## src/verilog/dcache_pkg.sv

```systemverilog
//==========================================================================
// L1 data cache package: cache geometry and the shared payload types
//==========================================================================
`default_nettype none

package dcache_pkg;

   // Word and address geometry
   localparam int DATA_W    = 64;                // One cache line holds one word
   localparam int BE_W      = DATA_W / 8;        // Byte enables per word
   localparam int ADDR_W    = 32;                // Byte address
   localparam int OFFSET_W  = $clog2(BE_W);      // Byte inside the word

   // Line geometry
   localparam int NUM_LINES = 256;
   localparam int INDEX_W   = $clog2(NUM_LINES);
   localparam int TAG_W     = ADDR_W - INDEX_W - OFFSET_W;  // Remaining upper bits

   typedef logic [ADDR_W-1:0]  addr_t;
   typedef logic [DATA_W-1:0]  data_t;
   typedef logic [BE_W-1:0]    be_t;
   typedef logic [INDEX_W-1:0] index_t;
   typedef logic [TAG_W-1:0]   tag_t;

endpackage : dcache_pkg

`default_nettype wire

```

## src/verilog/tag_check.sv

```systemverilog
//==========================================================================
// Per-line valid bits with flush, and tag compare giving the hit signal
//==========================================================================
`timescale 1ns/1ns
`default_nettype none

module tag_check
   import dcache_pkg::*;
(
   input  logic   clk_i,
   input  logic   reset_i,
   input  index_t line_index_i,       // Registered index of the current lookup
   input  tag_t   lookup_tag_i,       // Tag of the request being looked up
   input  tag_t   stored_tag_i,       // Tag array read data
   input  logic   set_valid_i,        // Refill done for line_index_i
   input  logic   flush_i,            // Invalidate all lines
   output logic   hit_o
);

   logic [NUM_LINES-1:0] valid_q;     // One bit per line
   logic                 line_valid;
   logic                 tag_match;

   // Flush wins over a refill in the same cycle
   always_ff @(posedge clk_i) begin
      if (reset_i || flush_i) begin
         valid_q <= '0;
      end else if (set_valid_i) begin
         valid_q[line_index_i] <= 1'b1;
      end
   end

   assign line_valid = valid_q[line_index_i];

   // Stored tag is only meaningful for a valid line
   assign tag_match = (stored_tag_i == lookup_tag_i);

   assign hit_o = line_valid && tag_match;    // Settles the cycle after the array read

endmodule : tag_check

`default_nettype wire

```

## config.mk

```make
export PLATFORM = sky130hd
export DESIGN_NAME = tag_check
export DESIGN_NICKNAME = d
export VERILOG_FILES = /design/src/verilog/dcache_pkg.sv /design/src/verilog/tag_check.sv
export SDC_FILE = /design/constraint.sdc
export NUM_CORES = 1
export LEC_CHECK = 0
export ABC_CLOCK_PERIOD_IN_PS = 3800
export BUFFER_PORTS_ARGS = -buffer_cell sky130_fd_sc_hd__buf_4
export CORE_UTILIZATION = 33
export DETAILED_ROUTE_END_ITERATION = 8
export PLACE_DENSITY = 0.58
export SYNTH_ARGS = -nofsm -noshare
export SYNTH_HDL_FRONTEND = slang
export SYNTH_SLANG_ARGS = --single-unit
```

## constraint.sdc

```tcl
create_clock -name clk_i -period 3.8 [get_ports clk_i]
set_input_delay 0.38 -clock clk_i [delete_from_list [all_inputs] [get_ports clk_i]]
set_output_delay 0.38 -clock clk_i [all_outputs]
set_load 0.005 [all_outputs]
```

# After elaboration in Yosys (flattened, before gate mapping)
# Cells that the tools add are included.
# word_totals
ff_bits	256
in_bits	54
# op_classes
order_cmp	2
n_eq_ne	1
mux	4
n_bitwise	1
n_reduce_logical	3
# ops
operator	n
$or 256x256->256	1
$eq 21x21->1	1
$lt 8x9->1 const B	1
$bmux 1 s8	1
$demux 1 s8	1
$ge 8x1->1 const B	1
$logic_and 1x1->1	2
$mux 1	2
$logic_or 1x1->1	1

# Depth between registers and ports, before layout
# Gate-level depths: netlist (run 1).
# logic_depth
ltp_word	5
ltp_mapped	10
ltp_nobuf	7

# Worst setup path before layout (run 1)
# Ideal clock, no wire load.
# synth_timing
path_kind	input port to output port
startpoint	input port line_index_i[1]
endpoint	output port hit_o
t_arrival_ns	2.026
setup_slack_ns	1.394
stages	9
path_buffers	2
cell_sequence	buf_6 -> buf_6 -> mux4_2 -> mux2_4 -> o221ai_2 -> o21ai_1 -> o2111ai_1 -> nand2_1 -> o221a_1
# synth_via
elab_chain_cells	3
# synth_rtl
item	line	rtl
start, declared	tag_check.sv:12	input index_t line_index_i,
$bmux 1 s8	tag_check.sv:33	assign line_valid = valid_q[line_index_i];
$mux 1 (implied by the code)	tag_check.sv:33	
$logic_and 1x1->1	tag_check.sv:38	assign hit_o = line_valid && tag_match;
end, declared	tag_check.sv:17	output logic hit_o
# Every way passes these cells. The select of a mux whose other input is x is not followed.

# Worst setup path in the final report (run 1)
# layout_timing
startpoint	input port line_index_i[2]
endpoint	output port hit_o
# The elaborated chain is that of the path after synthesis.

==> results of run 1 <==
[area by class of cell]
type | count | area (µm²)
Clock buffer | 45 | 875.8
Clock inverter | 6 | 55.05
Fill cell | 3026 | 18670
Inverter | 3 | 11.26
Multi-Input combinational cell | 745 | 4831
Sequential cell | 256 | 5125
Tap cell | 396 | 495.5
Timing Repair Buffer | 99 | 768.2
[worst reg2reg max path: stages (launching register included)]
cell                      delay, ps
sky130_fd_sc_hd__dfxtp_1        320
sky130_fd_sc_hd__a21oi_1        140
sky130_fd_sc_hd__nor2_1          60
[how the worst min path moves through the flow]
stage	startpoint	end	slack, ps	cells after the start
floorplan	valid_q[137]	valid_q[137]	430	2
global placement	valid_q[253]	valid_q[253]	440	2
detailed placement	valid_q[37]	valid_q[37]	450	2
CTS	line_index_i[3]	valid_q[237]	290	3
global route	line_index_i[3]	valid_q[237]	300	3
finish	line_index_i[3]	valid_q[237]	310	3
[cell families after synthesis]
logic type | after synthesis
mux | 83
simple gates | 345
buf+inv | 92
flops | 256
xor+xnor | 21
compound gates | 296
[metrics by stage]
stage	setup slack, ps	total power (µW)	cell area, µm²	utilization (%)
2_1_floorplan	1394	2961	10410	-
3_3_place_gp	606.0	3077	11230	36.43
3_5_place_dp	613.9	3079	11230	36.43
4_1_cts	609.9	5769	12160	39.45
5_1_grt	516.2	5916	12160	39.45
6_report	644.8	5725	12160	39.45
[layer usage]
layer	vias up	GRT usage [%]	wire, µm
li1	3911	-	-
met1	4008	24.04	13050
met2	291	28.17	13110
met3	47	2.836	1947
met4	0	4.931	582
met5	-	0	0
[power breakdown]
group / leakage (µW) / internal, µW / switching (µW)
combinational: 0.00179 / 119 / 214
clock: 0.000464 / 1630 / 1070
sequential: 0.00206 / 2690 / 1.11
[cells in the final DEF (no fill, tap or decap), drive strengths merged, types with 5 or more instances in the layout]
cell and n:
nor3 17, o21ai 5, buf 99, a31oi 7, nand2 15, dfxtp 256
mux2i 17, nor2 282, nand2b 6, nand3 6, mux4 62, nor4 6
xor2 17, clkinv 5, clkbuf 45, a21oi 261
==> results.yml, run 1 <==
yosys:
  post_synth_fa_ha_maj_area_fraction_pct: 0
  post-synth-top-area-fraction_pct: 49.22
  synth_compound_area_share_pct: 15.07
  synth_most_common_cell: "sky130_fd_sc_hd__nor2_1"
  synth_area_leaders: "sky130_fd_sc_hd__dfxtp_1 49%, sky130_fd_sc_hd__a21oi_1 13%, sky130_fd_sc_hd__mux4_2 12%, sky130_fd_sc_hd__nor2_1 10%, sky130_fd_sc_hd__clkbuf_1 1.8%"
  synth_simple_gate_area_share_pct: 13.74
  yosysWarningCount: 0
  netlist-cell-type-count: 51
  synth.mux.area_fraction_pct: 15.70
  synth_top_family_by_area: "multiplexers"
  synth.yosys.seq_area_share_pct: 49.22
  synth_area_um2: 10410
  postSynthNetCount: 1147
  synth_xor_xnor_area_share_pct: 1.767
  synth.cells.most_frequent: "281 x sky130_fd_sc_hd__nor2_1, 261 x sky130_fd_sc_hd__a21oi_1, 256 x sky130_fd_sc_hd__dfxtp_1"
  postSynthCellCount: 1093
  flip_flop_and_latch_count_after_synthesis: 256
  synthDominantAreaCellType: "sky130_fd_sc_hd__dfxtp_1"
  synth_edf_count: 0
  mean_cell_area_of_the_mapped_netlist_um2: 9.525
  synth-main-ff-cell: "sky130_fd_sc_hd__dfxtp_1"
  fraction_of_registers_with_async_set_or_reset_after_synthesis_pct: 0
timing:
  final-setup-viol-count: 0
  finalClockSkew_ps: 0
  timing.final.crit_share_pct: 83.03
  fin_setup_tns_ps: 0
  final-hold-violation-count: 0
  max_freq_mhz: 316.9
  worst_hold_slack_ps: 306.2
  slew_violations: 0
  tightest_slew_ps: 1294
  min_period_ps: 3155
  rsz0062_at_grt: "no"
  relSlewSlack_pct: 13.72
setup_path:
  r2r_cells: 2
  critical_path.max_stage_delay_ps: 560
  rr_startpoint: "valid_q[219]"
  cp_capture_type: "primary output"
  cp-startpoint: "line_index_i[2]"
  worstPathMaxFanout: 45
  worstPathBufferInverterCount: 2
  critical_path.reg2reg.endpoint: "valid_q[219]"
  register_to_register_path_setup_slack_ps: 3130
  worst_ep_arrival_time_ps: 2780
  path_depth: 9
  critPathCapture: "hit_o"
  crit_type: "primary input to primary output"
  critical_path_required_ps: 3420
  cpLargestDelayFamily: "compound AO/OA/AOI/OAI gates"
  critical_path.startpoint_type: "primary input"
  slowest_stage: "sky130_fd_sc_hd__buf_4"
  cell_chain_critical_path: "buf_4 > and2b_1 > a22oi_1 > a22oi_1 > o21ai_1 > a21oi_1 > nor3_1 > o221a_1 > buf_4"
run_status:
  failing_checks: "DRC"
  outcome: "finished, violations left"
die:
  num_rows: 64
  floorplan.initialDensity_pct: 33.77
  core-area_um2: 30830
  top_level_ports: 55
  overall_die_area_um2: 32260
  y_dimension_of_the_die_um: 179.6
  die_w_um: 179.6
route:
  vias: 8257
  ant_nets: 0
  drc_errors: 12
  finalWirelength_mm: 28.69
  first_iter_violations: 831
  detail_route.wl_per_cell_um: 18.51
  firstDrtPassIters: 7
  drt-vias-per-instance: 5.327
cells_and_area:
  reg.largest.list: "valid_q (256)"
  area_delta_synth_final_pct: 16.81
  final_layout_size_suffix_gt1_share_pct: 18.98
  largest_register_by_flop_count: "valid_q"
  n_antenna_cell: 0
  num-nets-final: 1187
  final_cells: 1550
  largest_reg_flops: 256
clocking:
  cts_made_buffers: 28
  cts.sink_count: 256
  clk_tree_root_cell: "sky130_fd_sc_hd__clkbuf_16"
  clk_lat_worst_skew_ps: 540
  cts_tree: "built"
  cts.reportedPaths.clkPinSlew_ps: 60
  post_cts_resize_count: 0
  cts_hold_buf: 0
  maximum_clock_path_buffer_count: 3
  cts.htree.levels: 1
  cts_setup_buffers: 0
placed_design:
  dp_hpwl_mm: 17.94
  place_congestion: 0.8495
  dp_cells: 1499
  port_buffers: 54
pwr:
  cellPowerDensity_nw_per_um2: 470.8
  cellLeakagePower_uw: 0.004316
  power.ir.vdd_worst_uv: 318.1
min_path:
  hold_path.class: "primary input to flop"
global_route:
  grt_pass1_vias: 7860
  grt_overflow: 0
  grt_start_max_net_pins: 257
  total_global_route_track_usage_pct: 17.43
  grt_pass1_wl_mm: 45.06
  antenna_found_initial: 0
run:
  maxCapViolCount: 0
No activity file was read; power rests on OpenSTA's default activity.
==> run 2, diff against run 1 <==
--- a/config.mk
+++ b/config.mk
@@ -5,11 +5,11 @@
 export SDC_FILE = /design/constraint.sdc
 export NUM_CORES = 1
 export LEC_CHECK = 0
-export ABC_CLOCK_PERIOD_IN_PS = 3800
+export ABC_CLOCK_PERIOD_IN_PS = 2800
 export BUFFER_PORTS_ARGS = -buffer_cell sky130_fd_sc_hd__buf_4
 export CORE_UTILIZATION = 33
 export DETAILED_ROUTE_END_ITERATION = 8
-export PLACE_DENSITY = 0.58
+export PLACE_DENSITY = 0.6
 export SYNTH_ARGS = -nofsm -noshare
 export SYNTH_HDL_FRONTEND = slang
 export SYNTH_SLANG_ARGS = --single-unit
==> constraint.sdc (replaced) <==
create_clock -name clk_i -period 2.8 [get_ports clk_i]
set_input_delay 0.28 -clock clk_i [delete_from_list [all_inputs] [get_ports clk_i]]
set_output_delay 0.28 -clock clk_i [all_outputs]
set_load 0.005 [all_outputs]
==> run 2 against run 1 <==
- the flow still finishes with violations (DRC)
- hold slack got worse by 2.1 ps
- core utilization increased by 0.64 points
- final cell count increased by 1.3%
- clock skew did not move
- worst setup slack got worse by 620 ps
- wire length is 1.4% lower
- clock power rose by 34%
- via count up 1.1%
- final area up 1.6%
- non-clock buffer count increased by 20
- critical endpoint unchanged
- largest power group is now sequential cells
==> results.yml, run 2 (same netlist as run 1, synthesis figures left out) <==
clocking:
  cts_tree: "built"
  cts_setup_buffers: 0
  clk_lat_worst_skew_ps: 530
  cts.sink_count: 256
  cts.reportedPaths.clkPinSlew_ps: 60
  clk_tree_root_cell: "sky130_fd_sc_hd__clkbuf_16"
  cts_hold_buf: 0
  cts.htree.levels: 1
  maximum_clock_path_buffer_count: 3
  cts_made_buffers: 28
route:
  drc_errors: 11
  first_iter_violations: 788
  highest-signal-layer: "met4"
  drt-vias-per-instance: 5.317
  routed_length_on_met2_mm: 13.08
  wl_met1_mm: 13.01
  vias: 8347
  firstDrtPassIters: 7
  met3_length_mm: 1.587
  detail_route.wl_per_cell_um: 18.02
  ant_nets: 0
  finalWirelength_mm: 28.29
setup_path:
  rr_startpoint: "valid_q[188]"
  slowest_stage: "sky130_fd_sc_hd__mux4_2"
  critPathCapture: "hit_o"
  worstPathMaxFanout: 2
  register_to_register_path_setup_slack_ps: 2160
  critical_path.reg2reg.endpoint: "valid_q[188]"
  critical_path.startpoint_type: "flop"
  path_depth: 6
  cp_capture_type: "primary output"
  crit_path_frequent_cell: "sky130_fd_sc_hd__mux4_2"
  worst_ep_arrival_time_ps: 2500
  crit_type: "flop to primary output"
  cp-startpoint: "valid_q[31]"
  worstPathBufferInverterCount: 1
  cell_chain_critical_path: "mux4_2 > mux4_2 > nor2_1 > nor4_1 > o221a_1 > buf_4"
  critical_path.max_stage_delay_ps: 520
  r2r_cells: 2
  critical_path_required_ps: 2520
  cpLargestDelayFamily: "multiplexers"
pwr:
  design_power_total_uw: 7751
  cellLeakagePower_uw: 0.004419
  power.ir.vdd_worst_uv: 423.5
  cellPowerDensity_nw_per_um2: 627.2
cells_and_area:
  layout.filler_cells: 3011
  mostFrequentLayoutCell: "sky130_fd_sc_hd__nor2_1"
  area_delta_synth_final_pct: 18.70
  final_core_util_pct: 40.09
  layout.area.seq_um2: 5126
  highest_count_cells_in_the_layout_ignoring_fill_and_taps: "281 x sky130_fd_sc_hd__nor2_1, 260 x sky130_fd_sc_hd__a21oi_1, 255 x sky130_fd_sc_hd__dfxtp_1"
  multi_input_comb_area_um2: 4846
  num-nets-final: 1207
  reg.largest.list: "valid_q (256)"
  n_antenna_cell: 0
  final_layout_size_suffix_gt1_share_pct: 20.61
  largest_register_by_flop_count: "valid_q"
  largest_reg_flops: 256
  final_cells: 1570
timing:
  rsz0062_at_grt: "yes"
  timing.final.crit_share_pct: 99.25
  finalClockSkew_ps: 0
  slew_violations: 0
  max_freq_mhz: 359.8
  tightest_slew_ps: 1222
  final-setup-viol-count: 0
  final-hold-violation-count: 0
  min_period_ps: 2779
  relSlewSlack_pct: 18.21
  fin_setup_tns_ps: 0
global_route:
  grt_start_max_net_pins: 115
  total_global_route_track_usage_pct: 17.51
  antenna_found_initial: 0
  grt_overflow: 0
  grt_pass1_vias: 8119
  grt_pass1_wl_mm: 45.46
die:
  y_dimension_of_the_die_um: 179.6
  overall_die_area_um2: 32260
  core-area_um2: 30830
  num_rows: 64
  die_w_um: 179.6
  top_level_ports: 55
  floorplan.initialDensity_pct: 33.77
run_status:
  failing_checks: "DRC"
  outcome: "finished, violations left"
placed_design:
  dp_cells: 1519
  port_buffers: 54
  place_congestion: 0.8169
  dp_hpwl_mm: 18.35
min_path:
  hold_path.class: "primary input to flop"
run:
  maxCapViolCount: 0
-- run 2: changes by cell type in the layout (fill, tap and decap cells not counted), sizes merged --
| cell | delta |
|---|---|
| buf | +20 |
| clkbuf | -2 |
| clkinvlp | +1 |
| inv | +1 |
-- run 2: worst min-delay path by stage --
stage	start	to	cells after the start	slack, ps
2_1_floorplan	valid_q[137]	valid_q[137]	2	430
3_3_place_gp	valid_q[137]	valid_q[137]	2	440
3_5_place_dp	valid_q[137]	valid_q[137]	2	450
4_1_cts	line_index_i[7]	valid_q[33]	4	260
5_1_grt	line_index_i[7]	valid_q[37]	4	310
6_report	line_index_i[7]	valid_q[33]	4	300
-- run 2: worst register-to-register path, stage by stage (launching register included) --
cell,delay [ps]
sky130_fd_sc_hd__dfxtp_1,310
sky130_fd_sc_hd__a21oi_1,150
sky130_fd_sc_hd__nor2_1,50
-- run 2: layout make-up --
class	count	share of cell area, %
Sequential cell	256	41.48
Multi-Input combinational cell	745	39.21
Timing Repair Buffer	119	7.796
Clock buffer	43	6.783
Tap cell	396	4.009
Clock inverter	8	0.6277
Inverter	3	0.09112
-- run 2: stage by stage --
| step | cell area (µm²) | setup WS, ps | hold slack [ps] |
|---|---|---|---|
| floorplan | 10410 | 593.6 | 428.4 |
| global placement | 11410 | 41.47 | 439.7 |
| detailed placement | 11410 | 27.72 | 445.6 |
| CTS | 12330 | -44.11 | 260.8 |
| global route | 12360 | -50.46 | 307.1 |
| finish | 12360 | 20.89 | 304.1 |
-- run 2: report_power, final --
part | switching, µW | internal (µW)
Clock | 1470 | 2150
Combinational | 298 | 185
Sequential | 1.52 | 3650
-- run 2: timing repair --
item / 4_1_cts / 5_1_grt
endpoints found under the setup margin: 1 / 1
pin swaps: 1 / 3
resized for setup: 0 / 8
endpoints found under the hold margin: 0 / 0
-- run 2: routing by layer --
metal | track usage, % | vias to the layer above
met2 | 29.08 | 268
met4 | 4.069 | 0
met1 | 23.80 | 4066
met3 | 2.897 | 47
met5 | 0 | -
li1 | - | 3966
