==> config.mk <==
export PLATFORM = sky130hd
export DESIGN_NAME = dcache_ctrl_flat
export DESIGN_NICKNAME = d
export VERILOG_FILES = /design/src/verilog/dcache_pkg.sv /design/src/verilog/sram_port_if.sv /design/src/verilog/dcache_ctrl.sv /design/src/flat_wrapper.sv
export SDC_FILE = /design/constraint.sdc
export NUM_CORES = 1
export LEC_CHECK = 0
export ABC_AREA = 1
export BUFFER_PORTS_ARGS = -buffer_cell sky130_fd_sc_hd__buf_2
export CORE_AREA = 3 3 263 265
export DETAILED_ROUTE_END_ITERATION = 7
export DIE_AREA = 0 0 266 268
export SYNTH_ARGS = -nofsm -noshare
export SYNTH_HDL_FRONTEND = slang
export SYNTH_SLANG_ARGS = --single-unit
export TNS_END_PERCENT = 20
==> constraint.sdc <==
create_clock -name clk_i -period 3.75 [get_ports clk_i]
set_input_delay 0.1875 -clock clk_i [delete_from_list [all_inputs] [get_ports clk_i]]
set_output_delay 0.1875 -clock clk_i [all_outputs]
set_load 0.01 [all_outputs]
==> src/verilog/dcache_pkg.sv <==
//==========================================================================
// L1 data cache package: cache geometry and the shared payload types
//==========================================================================
`default_nettype none

package dcache_pkg;

   // Word and address geometry
   localparam int DATA_W    = 64;                // One cache line holds one word
   localparam int BE_W      = DATA_W / 8;        // Byte enables per word
   localparam int ADDR_W    = 32;                // Byte address
   localparam int OFFSET_W  = $clog2(BE_W);      // Byte inside the word

   // Line geometry
   localparam int NUM_LINES = 256;
   localparam int INDEX_W   = $clog2(NUM_LINES);
   localparam int TAG_W     = ADDR_W - INDEX_W - OFFSET_W;  // Remaining upper bits

   typedef logic [ADDR_W-1:0]  addr_t;
   typedef logic [DATA_W-1:0]  data_t;
   typedef logic [BE_W-1:0]    be_t;
   typedef logic [INDEX_W-1:0] index_t;
   typedef logic [TAG_W-1:0]   tag_t;

endpackage : dcache_pkg

`default_nettype wire

==> src/verilog/sram_port_if.sv <==
//==========================================================================
// Single-port array access bundle, one read or write per cycle
//==========================================================================
`timescale 1ns/1ns
`default_nettype none

interface sram_port_if
   import dcache_pkg::*;
#(
   parameter type payload_t = data_t     // Word stored in the array
);

   // One enable per eight-bit slice, last slice may be partial
   localparam int SLICES = ($bits(payload_t) + 7) / 8;

   logic              req;               // Access strobe
   logic              we;                // Write when high, read otherwise
   index_t            addr;              // Line index
   payload_t          wdata;
   logic [SLICES-1:0] be;
   payload_t          rdata;             // Valid the cycle after a read, held until next read

   // Cache controller side
   modport controller (output req, we, addr, wdata, be, input rdata);

   // Storage side
   modport array (input req, we, addr, wdata, be, output rdata);

endinterface : sram_port_if

`default_nettype wire

==> src/verilog/dcache_ctrl.sv <==
//==========================================================================
// Cache controller: lookup, write-through, miss refill and flush, drives
// the data and tag array ports and the memory port
//==========================================================================
`timescale 1ns/1ns
`default_nettype none

module dcache_ctrl
   import dcache_pkg::*;
(
   input  logic   clk_i,
   input  logic   reset_i,
   input  logic   req_i,
   input  logic   we_i,
   input  logic   flush_i,
   input  addr_t  addr_i,
   input  data_t  wdata_i,
   input  be_t    be_i,
   input  logic   hit_i,              // From tag_check, valid in lookup cycle
   input  logic   mem_rvalid_i,
   input  data_t  mem_rdata_i,
   sram_port_if.controller data_port,
   sram_port_if.controller tag_port,
   output tag_t   lookup_tag_o,
   output index_t line_index_o,
   output logic   set_valid_o,
   output logic   flush_o,
   output data_t  rdata_o,
   output logic   rvalid_o,
   output logic   busy_o,
   output logic   mem_req_o,
   output logic   mem_we_o,
   output addr_t  mem_addr_o,
   output data_t  mem_wdata_o,
   output be_t    mem_be_o
);

   typedef enum logic [1:0] {
      S_IDLE,                         // Accepting requests, lookup of previous one
      S_WRITE,                        // Memory write strobe, data array update on hit
      S_REFILL_WAIT,                  // Waiting for memory read data
      S_REFILL_FILL                   // Writing refilled line into both arrays
   } state_e;

   state_e state_q, state_d;

   logic   lookup_q;                  // Arrays hold data for the registered request
   logic   we_q;
   addr_t  addr_q;
   data_t  wdata_q;
   be_t    be_q;

   logic   req_accept;
   logic   read_hit;
   logic   refill_done;
   index_t req_index;                 // Index of the incoming request

   assign req_index = addr_i[OFFSET_W +: INDEX_W];

   // Split registered address for the lookup
   assign line_index_o = addr_q[OFFSET_W +: INDEX_W];
   assign lookup_tag_o = addr_q[ADDR_W-1 -: TAG_W];

   // Busy while a write or a read miss is in flight, miss seen combinationally
   assign busy_o = (state_q != S_IDLE) || (lookup_q && (we_q || !hit_i));

   assign req_accept  = req_i && !busy_o;
   assign flush_o     = flush_i && !busy_o;   // Clears valid bits at next edge
   assign read_hit    = lookup_q && !we_q && hit_i;
   assign refill_done = (state_q == S_REFILL_WAIT) && mem_rvalid_i;
   assign set_valid_o = (state_q == S_REFILL_FILL);

   // Memory port fields come straight from the held request
   assign mem_we_o    = we_q;
   assign mem_addr_o  = {addr_q[ADDR_W-1:OFFSET_W], {OFFSET_W{1'b0}}};  // Word aligned
   assign mem_wdata_o = wdata_q;
   assign mem_be_o    = be_q;

   always_comb begin
      state_d = state_q;
      case (state_q)
         S_IDLE: begin
            if (lookup_q && we_q) begin
               state_d = S_WRITE;     // Stores always go to memory
            end else if (lookup_q && !hit_i) begin
               state_d = S_REFILL_WAIT;
            end
         end
         S_WRITE:       state_d = S_IDLE;
         S_REFILL_WAIT: if (mem_rvalid_i) state_d = S_REFILL_FILL;
         S_REFILL_FILL: state_d = S_IDLE;
         default:       state_d = S_IDLE;
      endcase
   end

   // Array port steering
   always_comb begin
      data_port.req   = 1'b0;
      data_port.we    = 1'b0;
      data_port.addr  = req_index;
      data_port.wdata = wdata_q;
      data_port.be    = be_q;
      tag_port.req    = 1'b0;
      tag_port.we     = 1'b0;
      tag_port.addr   = req_index;
      tag_port.wdata  = lookup_tag_o;
      tag_port.be     = '1;           // Tags are always written whole

      if (state_q == S_WRITE) begin
         data_port.req  = hit_i;      // No allocate on a write miss
         data_port.we   = 1'b1;
         data_port.addr = line_index_o;
      end else if (state_q == S_REFILL_FILL) begin
         data_port.req   = 1'b1;
         data_port.we    = 1'b1;
         data_port.addr  = line_index_o;
         data_port.wdata = rdata_o;   // Still holds the memory word
         data_port.be    = '1;
         tag_port.req    = 1'b1;
         tag_port.we     = 1'b1;
         tag_port.addr   = line_index_o;
      end else if (req_accept) begin
         data_port.req = !we_i;       // Stores only need the tag
         tag_port.req  = 1'b1;
      end
   end

   always_ff @(posedge clk_i) begin
      if (reset_i) begin
         state_q   <= S_IDLE;
         lookup_q  <= 1'b0;
         rvalid_o  <= 1'b0;
         mem_req_o <= 1'b0;
      end else begin
         state_q   <= state_d;
         lookup_q  <= req_accept;
         rvalid_o  <= read_hit || refill_done;
         mem_req_o <= (state_q == S_IDLE) && (state_d != S_IDLE);  // One-cycle strobe
      end
   end

   // Request and read data holding registers
   always_ff @(posedge clk_i) begin
      if (req_accept) begin
         addr_q  <= addr_i;
         we_q    <= we_i;
         wdata_q <= wdata_i;
         be_q    <= be_i;
      end
      if (read_hit) begin
         rdata_o <= data_port.rdata;
      end else if (refill_done) begin
         rdata_o <= mem_rdata_i;
      end
   end

endmodule : dcache_ctrl

`default_nettype wire

==> src/flat_wrapper.sv <==
// flat-port wrapper written by rule: the top's interface ports become plain ports
module dcache_ctrl_flat import dcache_pkg::*;
  (clk_i, reset_i, req_i, we_i, flush_i, addr_i, wdata_i, be_i, hit_i, mem_rvalid_i, mem_rdata_i, lookup_tag_o, line_index_o, set_valid_o, flush_o, rdata_o, rvalid_o, busy_o, mem_req_o, mem_we_o, mem_addr_o, mem_wdata_o, mem_be_o, data_port_req, data_port_we, data_port_addr, data_port_wdata, data_port_be, data_port_rdata, tag_port_req, tag_port_we, tag_port_addr, tag_port_wdata, tag_port_be, tag_port_rdata);
  sram_port_if data_port_i ();
  sram_port_if tag_port_i ();
  input  logic clk_i;
  input  logic reset_i;
  input  logic req_i;
  input  logic we_i;
  input  logic flush_i;
  input  addr_t addr_i;
  input  data_t wdata_i;
  input  be_t be_i;
  input  logic hit_i;
  input  logic mem_rvalid_i;
  input  data_t mem_rdata_i;
  output tag_t lookup_tag_o;
  output index_t line_index_o;
  output logic set_valid_o;
  output logic flush_o;
  output data_t rdata_o;
  output logic rvalid_o;
  output logic busy_o;
  output logic mem_req_o;
  output logic mem_we_o;
  output addr_t mem_addr_o;
  output data_t mem_wdata_o;
  output be_t mem_be_o;
  output wire logic [$bits(data_port_i.req)-1:0] data_port_req;
  output wire logic [$bits(data_port_i.we)-1:0] data_port_we;
  output wire logic [$bits(data_port_i.addr)-1:0] data_port_addr;
  output wire logic [$bits(data_port_i.wdata)-1:0] data_port_wdata;
  output wire logic [$bits(data_port_i.be)-1:0] data_port_be;
  input wire logic [$bits(data_port_i.rdata)-1:0] data_port_rdata;
  output wire logic [$bits(tag_port_i.req)-1:0] tag_port_req;
  output wire logic [$bits(tag_port_i.we)-1:0] tag_port_we;
  output wire logic [$bits(tag_port_i.addr)-1:0] tag_port_addr;
  output wire logic [$bits(tag_port_i.wdata)-1:0] tag_port_wdata;
  output wire logic [$bits(tag_port_i.be)-1:0] tag_port_be;
  input wire logic [$bits(tag_port_i.rdata)-1:0] tag_port_rdata;
  assign data_port_req = data_port_i.req;
  assign data_port_we = data_port_i.we;
  assign data_port_addr = data_port_i.addr;
  assign data_port_wdata = data_port_i.wdata;
  assign data_port_be = data_port_i.be;
  assign data_port_i.rdata = data_port_rdata;
  assign tag_port_req = tag_port_i.req;
  assign tag_port_we = tag_port_i.we;
  assign tag_port_addr = tag_port_i.addr;
  assign tag_port_wdata = tag_port_i.wdata;
  assign tag_port_be = tag_port_i.be;
  assign tag_port_i.rdata = tag_port_rdata;
  dcache_ctrl u_core (.clk_i(clk_i), .reset_i(reset_i), .req_i(req_i), .we_i(we_i), .flush_i(flush_i), .addr_i(addr_i), .wdata_i(wdata_i), .be_i(be_i), .hit_i(hit_i), .mem_rvalid_i(mem_rvalid_i), .mem_rdata_i(mem_rdata_i), .data_port(data_port_i), .tag_port(tag_port_i), .lookup_tag_o(lookup_tag_o), .line_index_o(line_index_o), .set_valid_o(set_valid_o), .flush_o(flush_o), .rdata_o(rdata_o), .rvalid_o(rvalid_o), .busy_o(busy_o), .mem_req_o(mem_req_o), .mem_we_o(mem_we_o), .mem_addr_o(mem_addr_o), .mem_wdata_o(mem_wdata_o), .mem_be_o(mem_be_o));
endmodule
# Word level (Yosys, flattened, before mapping)
# Index checks and enable logic that the tools add are counted.
# op_classes
n_mux	22
eq_ne	3
n_reduce_logical	21
# ops
op	count
2-to-1 mux 64 bit	4
2-to-1 mux 8 bit	5
logical AND 1 bit	9
2-to-1 mux 1 bit	9
2-to-1 mux 2 bit	3
case mux 2 bit (3 select lines)	1
nonzero test 2 bit	3
equality test 2 bit (second input constant)	2
logical NOT 1 bit	4
logical OR 1 bit	3
equality test 2 x 1 -> 1 bit (second input constant)	1
logical NOT 2 bit	1
OR reduction 2 bit	1
# word_totals
in_bits	303
elab_cells	55
ff_bits	174

# Longest topological paths before layout
# logic_depth
word_depth	9
depth_mapped	7

# Worst setup path after synthesis
# OpenSTA, ideal clock, no wires.
# synth_timing
kind	register -> register
start	register u_core.we_q, in the netlist u_core.mem_we_o
end	register u_core.addr_q[10], enable pin
t_arrival_ps	2730
required_ps	3295
slack_ps	565
period_less_slack_ps	3185
n_path_buf	0
stages_incl_launch_ff	4
path_cell_list	edfxtp_1 > nand2_1 > nand4_1 > inv_1
# synth_between
elab_chain_cells	5
# synth_rtl
item	line	text
start, declared	dcache_ctrl.sv:48	logic we_q;
start signal, assigned	dcache_ctrl.sv:146	we_q <= we_i;
logical OR 1 bit	dcache_ctrl.sv:65	assign busy_o = (state_q != S_IDLE) || (lookup_q && (we_q || !hit_i));
logical AND 1 bit	dcache_ctrl.sv:65	
logical OR 1 bit	dcache_ctrl.sv:65	
logical NOT 1 bit	dcache_ctrl.sv:67	assign req_accept = req_i && !busy_o;
logical AND 1 bit	dcache_ctrl.sv:67	
via u_core.req_accept	dcache_ctrl.sv:53	logic req_accept;
end signal, assigned	dcache_ctrl.sv:145	addr_q <= addr_i;
end, declared	dcache_ctrl.sv:49	addr_t addr_q;
# The timed path passes the listed nets, and every way through them passes these cells.
# A chain may end at the register's enable or synchronous reset.

# Worst setup path in the final report
# layout_timing
start	register u_core.state_q[0]
end	output port data_port_wdata[44]
# layout_between
elab_chain_cells	3
elab_cells_between_ends	4
classes_between	eq/ne (2); mux (2)
# layout_rtl
item	line	text
start, declared	dcache_ctrl.sv:45	state_e state_q, state_d;
start signal, assigned	dcache_ctrl.sv:135	state_q <= state_d;
equality test 2 bit	dcache_ctrl.sv:113	end else if (state_q == S_REFILL_FILL) begin
2-to-1 mux 64 bit	dcache_ctrl.sv:113	
2-to-1 mux 64 bit *	dcache_ctrl.sv:109	if (state_q == S_WRITE) begin
end, declared	flat_wrapper.sv:32	output wire logic [$bits(data_port_i.wdata)-1:0] data_port_wdata;
# Every way passes the cells marked *; elsewhere a longest branch is shown, timed or not.

==> impl_metrics.csv <==
group,metric,value,unit
status,status,"finished, final reports clean",
final_layout,seq_area,5090,um2
cts,cts_tree,"built",
die,die_x,266,um
cts,cts_sinks,171,
timing,hold_slack,0.0497,ns
synth,netlist_top_cells_area,"edfxtp_1 (62%), nand2_1 (16%), buf_4 (10%)",
global_route,grt-ovfl-total,0,
final_layout,synthToLayoutAreaGrowth,74.8,%
power,internal-power,3.86,mW
cts,h-tree-depth,4,
die,io_pins,670,
final_layout,final_core_util,0.208,
final_layout,n_fill_cell,7310,
final_layout,post_layout_nonfiller_instances,2377,
synth,synthDistinctLibCells,17,
global_route,antenna_found_initial,3,
worst_setup_path,crit_arrival,2.40,ns
worst_setup_path,timing.critical_path.mode_cell,"nand2_1",
placed_design,dp_hpwl,27300,um
timing,fin_ws,1.17,ns
cts,clockBufferDepth,2,
final_layout,final_cell_mix,"buf_2 (548), nand2_1 (342), dlygate4sd3_1 (218)",
timing,setup_viol,0,
synth,syn-cell-area,7990,um2
worst_setup_path,cpLargestDelayFamily,"buffers and inverters",
timing,tightestPinTransition,0.898,ns
timing,maxSlewViolCount,0,
power,clockPowerShare,0.374,
timing,finalCritPeriodShare,0.689,
routing,drt_iter0_drc,325,
power,power,5.39,mW
die,num_rows,95,
timing,min_period,2.58,ns
routing,drcViolationCount,0,
final_layout,design_area,14000,um2
cts,cts.clk_slew.worst_paths,0.07,ns
global_route,grt_usage,0.102,
routing,dr.pass1.iters,5,
worst_setup_path,r2r_start,"u_core.state_q[0]",
timing,fmax,0.387,GHz
timing,fin_worst_skew,0.0118,ns
final_layout,finalNetCount,1792,
global_route,grt_pass1_wl,51500,um
power,vdd_ir_drop_max,0.275,mV
worst_setup_path,cpMaxStageDelayCell,"dfxtp_1",
cts,cts_buffers,17,
placed_design,dp.cells,2125,
worst_setup_path,crit_path_max_incr_delay,0.47,ns
worst_setup_path,crit_path_end,"data_port_wdata[44]",
final_layout,multi_input_area,2060,um2
worst_setup_path,crit_cells,6,
routing,ant_nets,0,
min_path,hp-class,"in2reg",
power,pwr-share-comb,0.189,
final_layout,drive_above_1_share,0.404,
synth,seq_area_frac_synth,0.636,
die,dieArea,71300,um2
worst_setup_path,start_kind,"register",
power,p_sw_frac,0.284,
worst_setup_path,ff2ff_path_depth,4,
worst_setup_path,critical_path_class,"reg2out",
placed_design,dpl-instance-area,11200,um2
synth,synth_top_area_frac,0.624,
final_layout,mostFrequentLayoutCell,"buf_2",
worst_setup_path,crit_fanout,22,
timing,slew_headroom,0.402,
routing,avgViaCountPerCell,3.44,
worst_setup_path,end_kind,"primary output",
timing,hold_viol,0,
die,core,67000,um2
synth,syn_avg_cell_area,10.2,um2
die,start_util,0.119,
placed_design,port_buffers,548,
worst_setup_path,reg2reg_to,"u_core.rdata_o[40]",
power,p_leak,6.56,nW
worst_setup_path,crit_chain,"nand2_4 -> inv_4 -> buf_4 -> nand2_1 -> nand2_1 -> buf_2",
worst_setup_path,rrSetupSlack,1.39,ns
synth,synthCells,784,
timing,tns,0,ns
power,p_per_area,385,nW/um2
routing,wirelength,37900,um
cts,insertion_delay,0.47,ns
power,p_sw,1.53,mW
placed_design,gp_congestion,0.789,
routing,num_vias,8171,
worst_setup_path,critical_path_buf_inv_count,3,
timing,grt_setup_unrepaired,"false",
synth,synth-seq-cells,171,
synth,ys_warn_count,0,
power,power_frac_seq,0.437,
global_route,grt_max_degree,66,
synth,synth_top_area_cell,"edfxtp_1",
die,dieHeight,268,um
worst_setup_path,cp.required,3.56,ns
placed_design,dp_slack,1.30,ns
global_route,grt_pass1_vias,8110,
cts,root_buffer,"clkbuf_16",
routing,wl_per_cell,15.9,um
worst_setup_path,startpoint,"u_core.state_q[0]",
run,drv_cap,0,
[final cells by class]
type / count / area share
Tap cell: 873 / 0.0781
Clock buffer: 17 / 0.0304
Antenna cell: 2 / 0.000358
Timing Repair Buffer: 778 / 0.360
Sequential cell: 171 / 0.364
Inverter: 16 / 0.00483
Multi-Input combinational cell: 505 / 0.147
Clock inverter: 15 / 0.0150
[cells by family after synthesis]
group | Yosys count | synth area share
and+or+nand+nor | 430 | 0.216
DFF | 171 | 0.636
buffers and inverters | 160 | 0.134
AOI/OAI and AO/OA | 21 | 0.0131
other | 2 | 0.000939
[registers in the layout, indices dropped and copies added, names as in the netlist]
signal / flops
u_core.addr_q: 29
u_core.lookup_q: 1
u_core.mem_be_o: 8
u_core.mem_req_o: 1
u_core.mem_wdata_o: 64
u_core.mem_we_o: 1
u_core.rdata_o: 64
u_core.rvalid_o: 1
u_core.state_q: 2
[worst register-to-register path: stages, from the launching register on]
cell     delay, ns
dfxtp_1       0.39
inv_1         0.44
nand3_1       0.27
nand2_4       0.58
buf_4         0.37
[power groups by stage]
stage	clock network, mW	logic [mW]	registers, mW
6_report	2.02	1.02	2.35
5_1_grt	2.18	1.11	2.37
4_1_cts	2.12	1.02	2.36
3_5_place_dp	0	0.829	2.40
3_3_place_gp	0	0.824	2.39
2_1_floorplan	0	0.390	2.43
[cell usage after synthesis, drive strengths merged]
cell type / count
o21ai: 19
dfxtp: 5
buf: 134
inv: 16
or2: 9
nor2: 8
nand4: 1
nand3: 67
edfxtp: 166
clkbuf: 10
nand2: 345
a21oi: 2
conb: 2
[metal layers]
metal | vias to the layer above | wire, um | GRT usage
met5 | - | 0 | 0
met4 | 0 | 1570 | 0.0541
met3 | 65 | 2860 | 0.0338
met2 | 491 | 18800 | 0.179
met1 | 3786 | 14600 | 0.108
li1 | 3829 | - | -
[worst min path at each step]
stage / startpoint / end / slack [ns] / depth (start not counted)
after CTS: data_port_rdata[22] / u_core.rdata_o[22] / 0.0008 / 3
after global routing: mem_rdata_i[8] / u_core.rdata_o[8] / 0.03 / 3
after global placement: be_i[0] / u_core.mem_be_o[0] / 0.36 / 1
after floorplan: reset_i / u_core.rvalid_o / 0.26 / 1
final: mem_rdata_i[59] / u_core.rdata_o[59] / 0.05 / 3
after detailed placement: wdata_i[47] / u_core.mem_wdata_o[47] / 0.37 / 1
[timing repair]
| item | CTS | global route |
|---|---|---|
| gates resized for setup | 0 | 0 |
| buffers inserted | 0 | 0 |
| hold buffers | 218 | 0 |
| endpoints found under the hold margin | 166 | 0 |
Note: power is estimated with default switching activity, not from simulation.
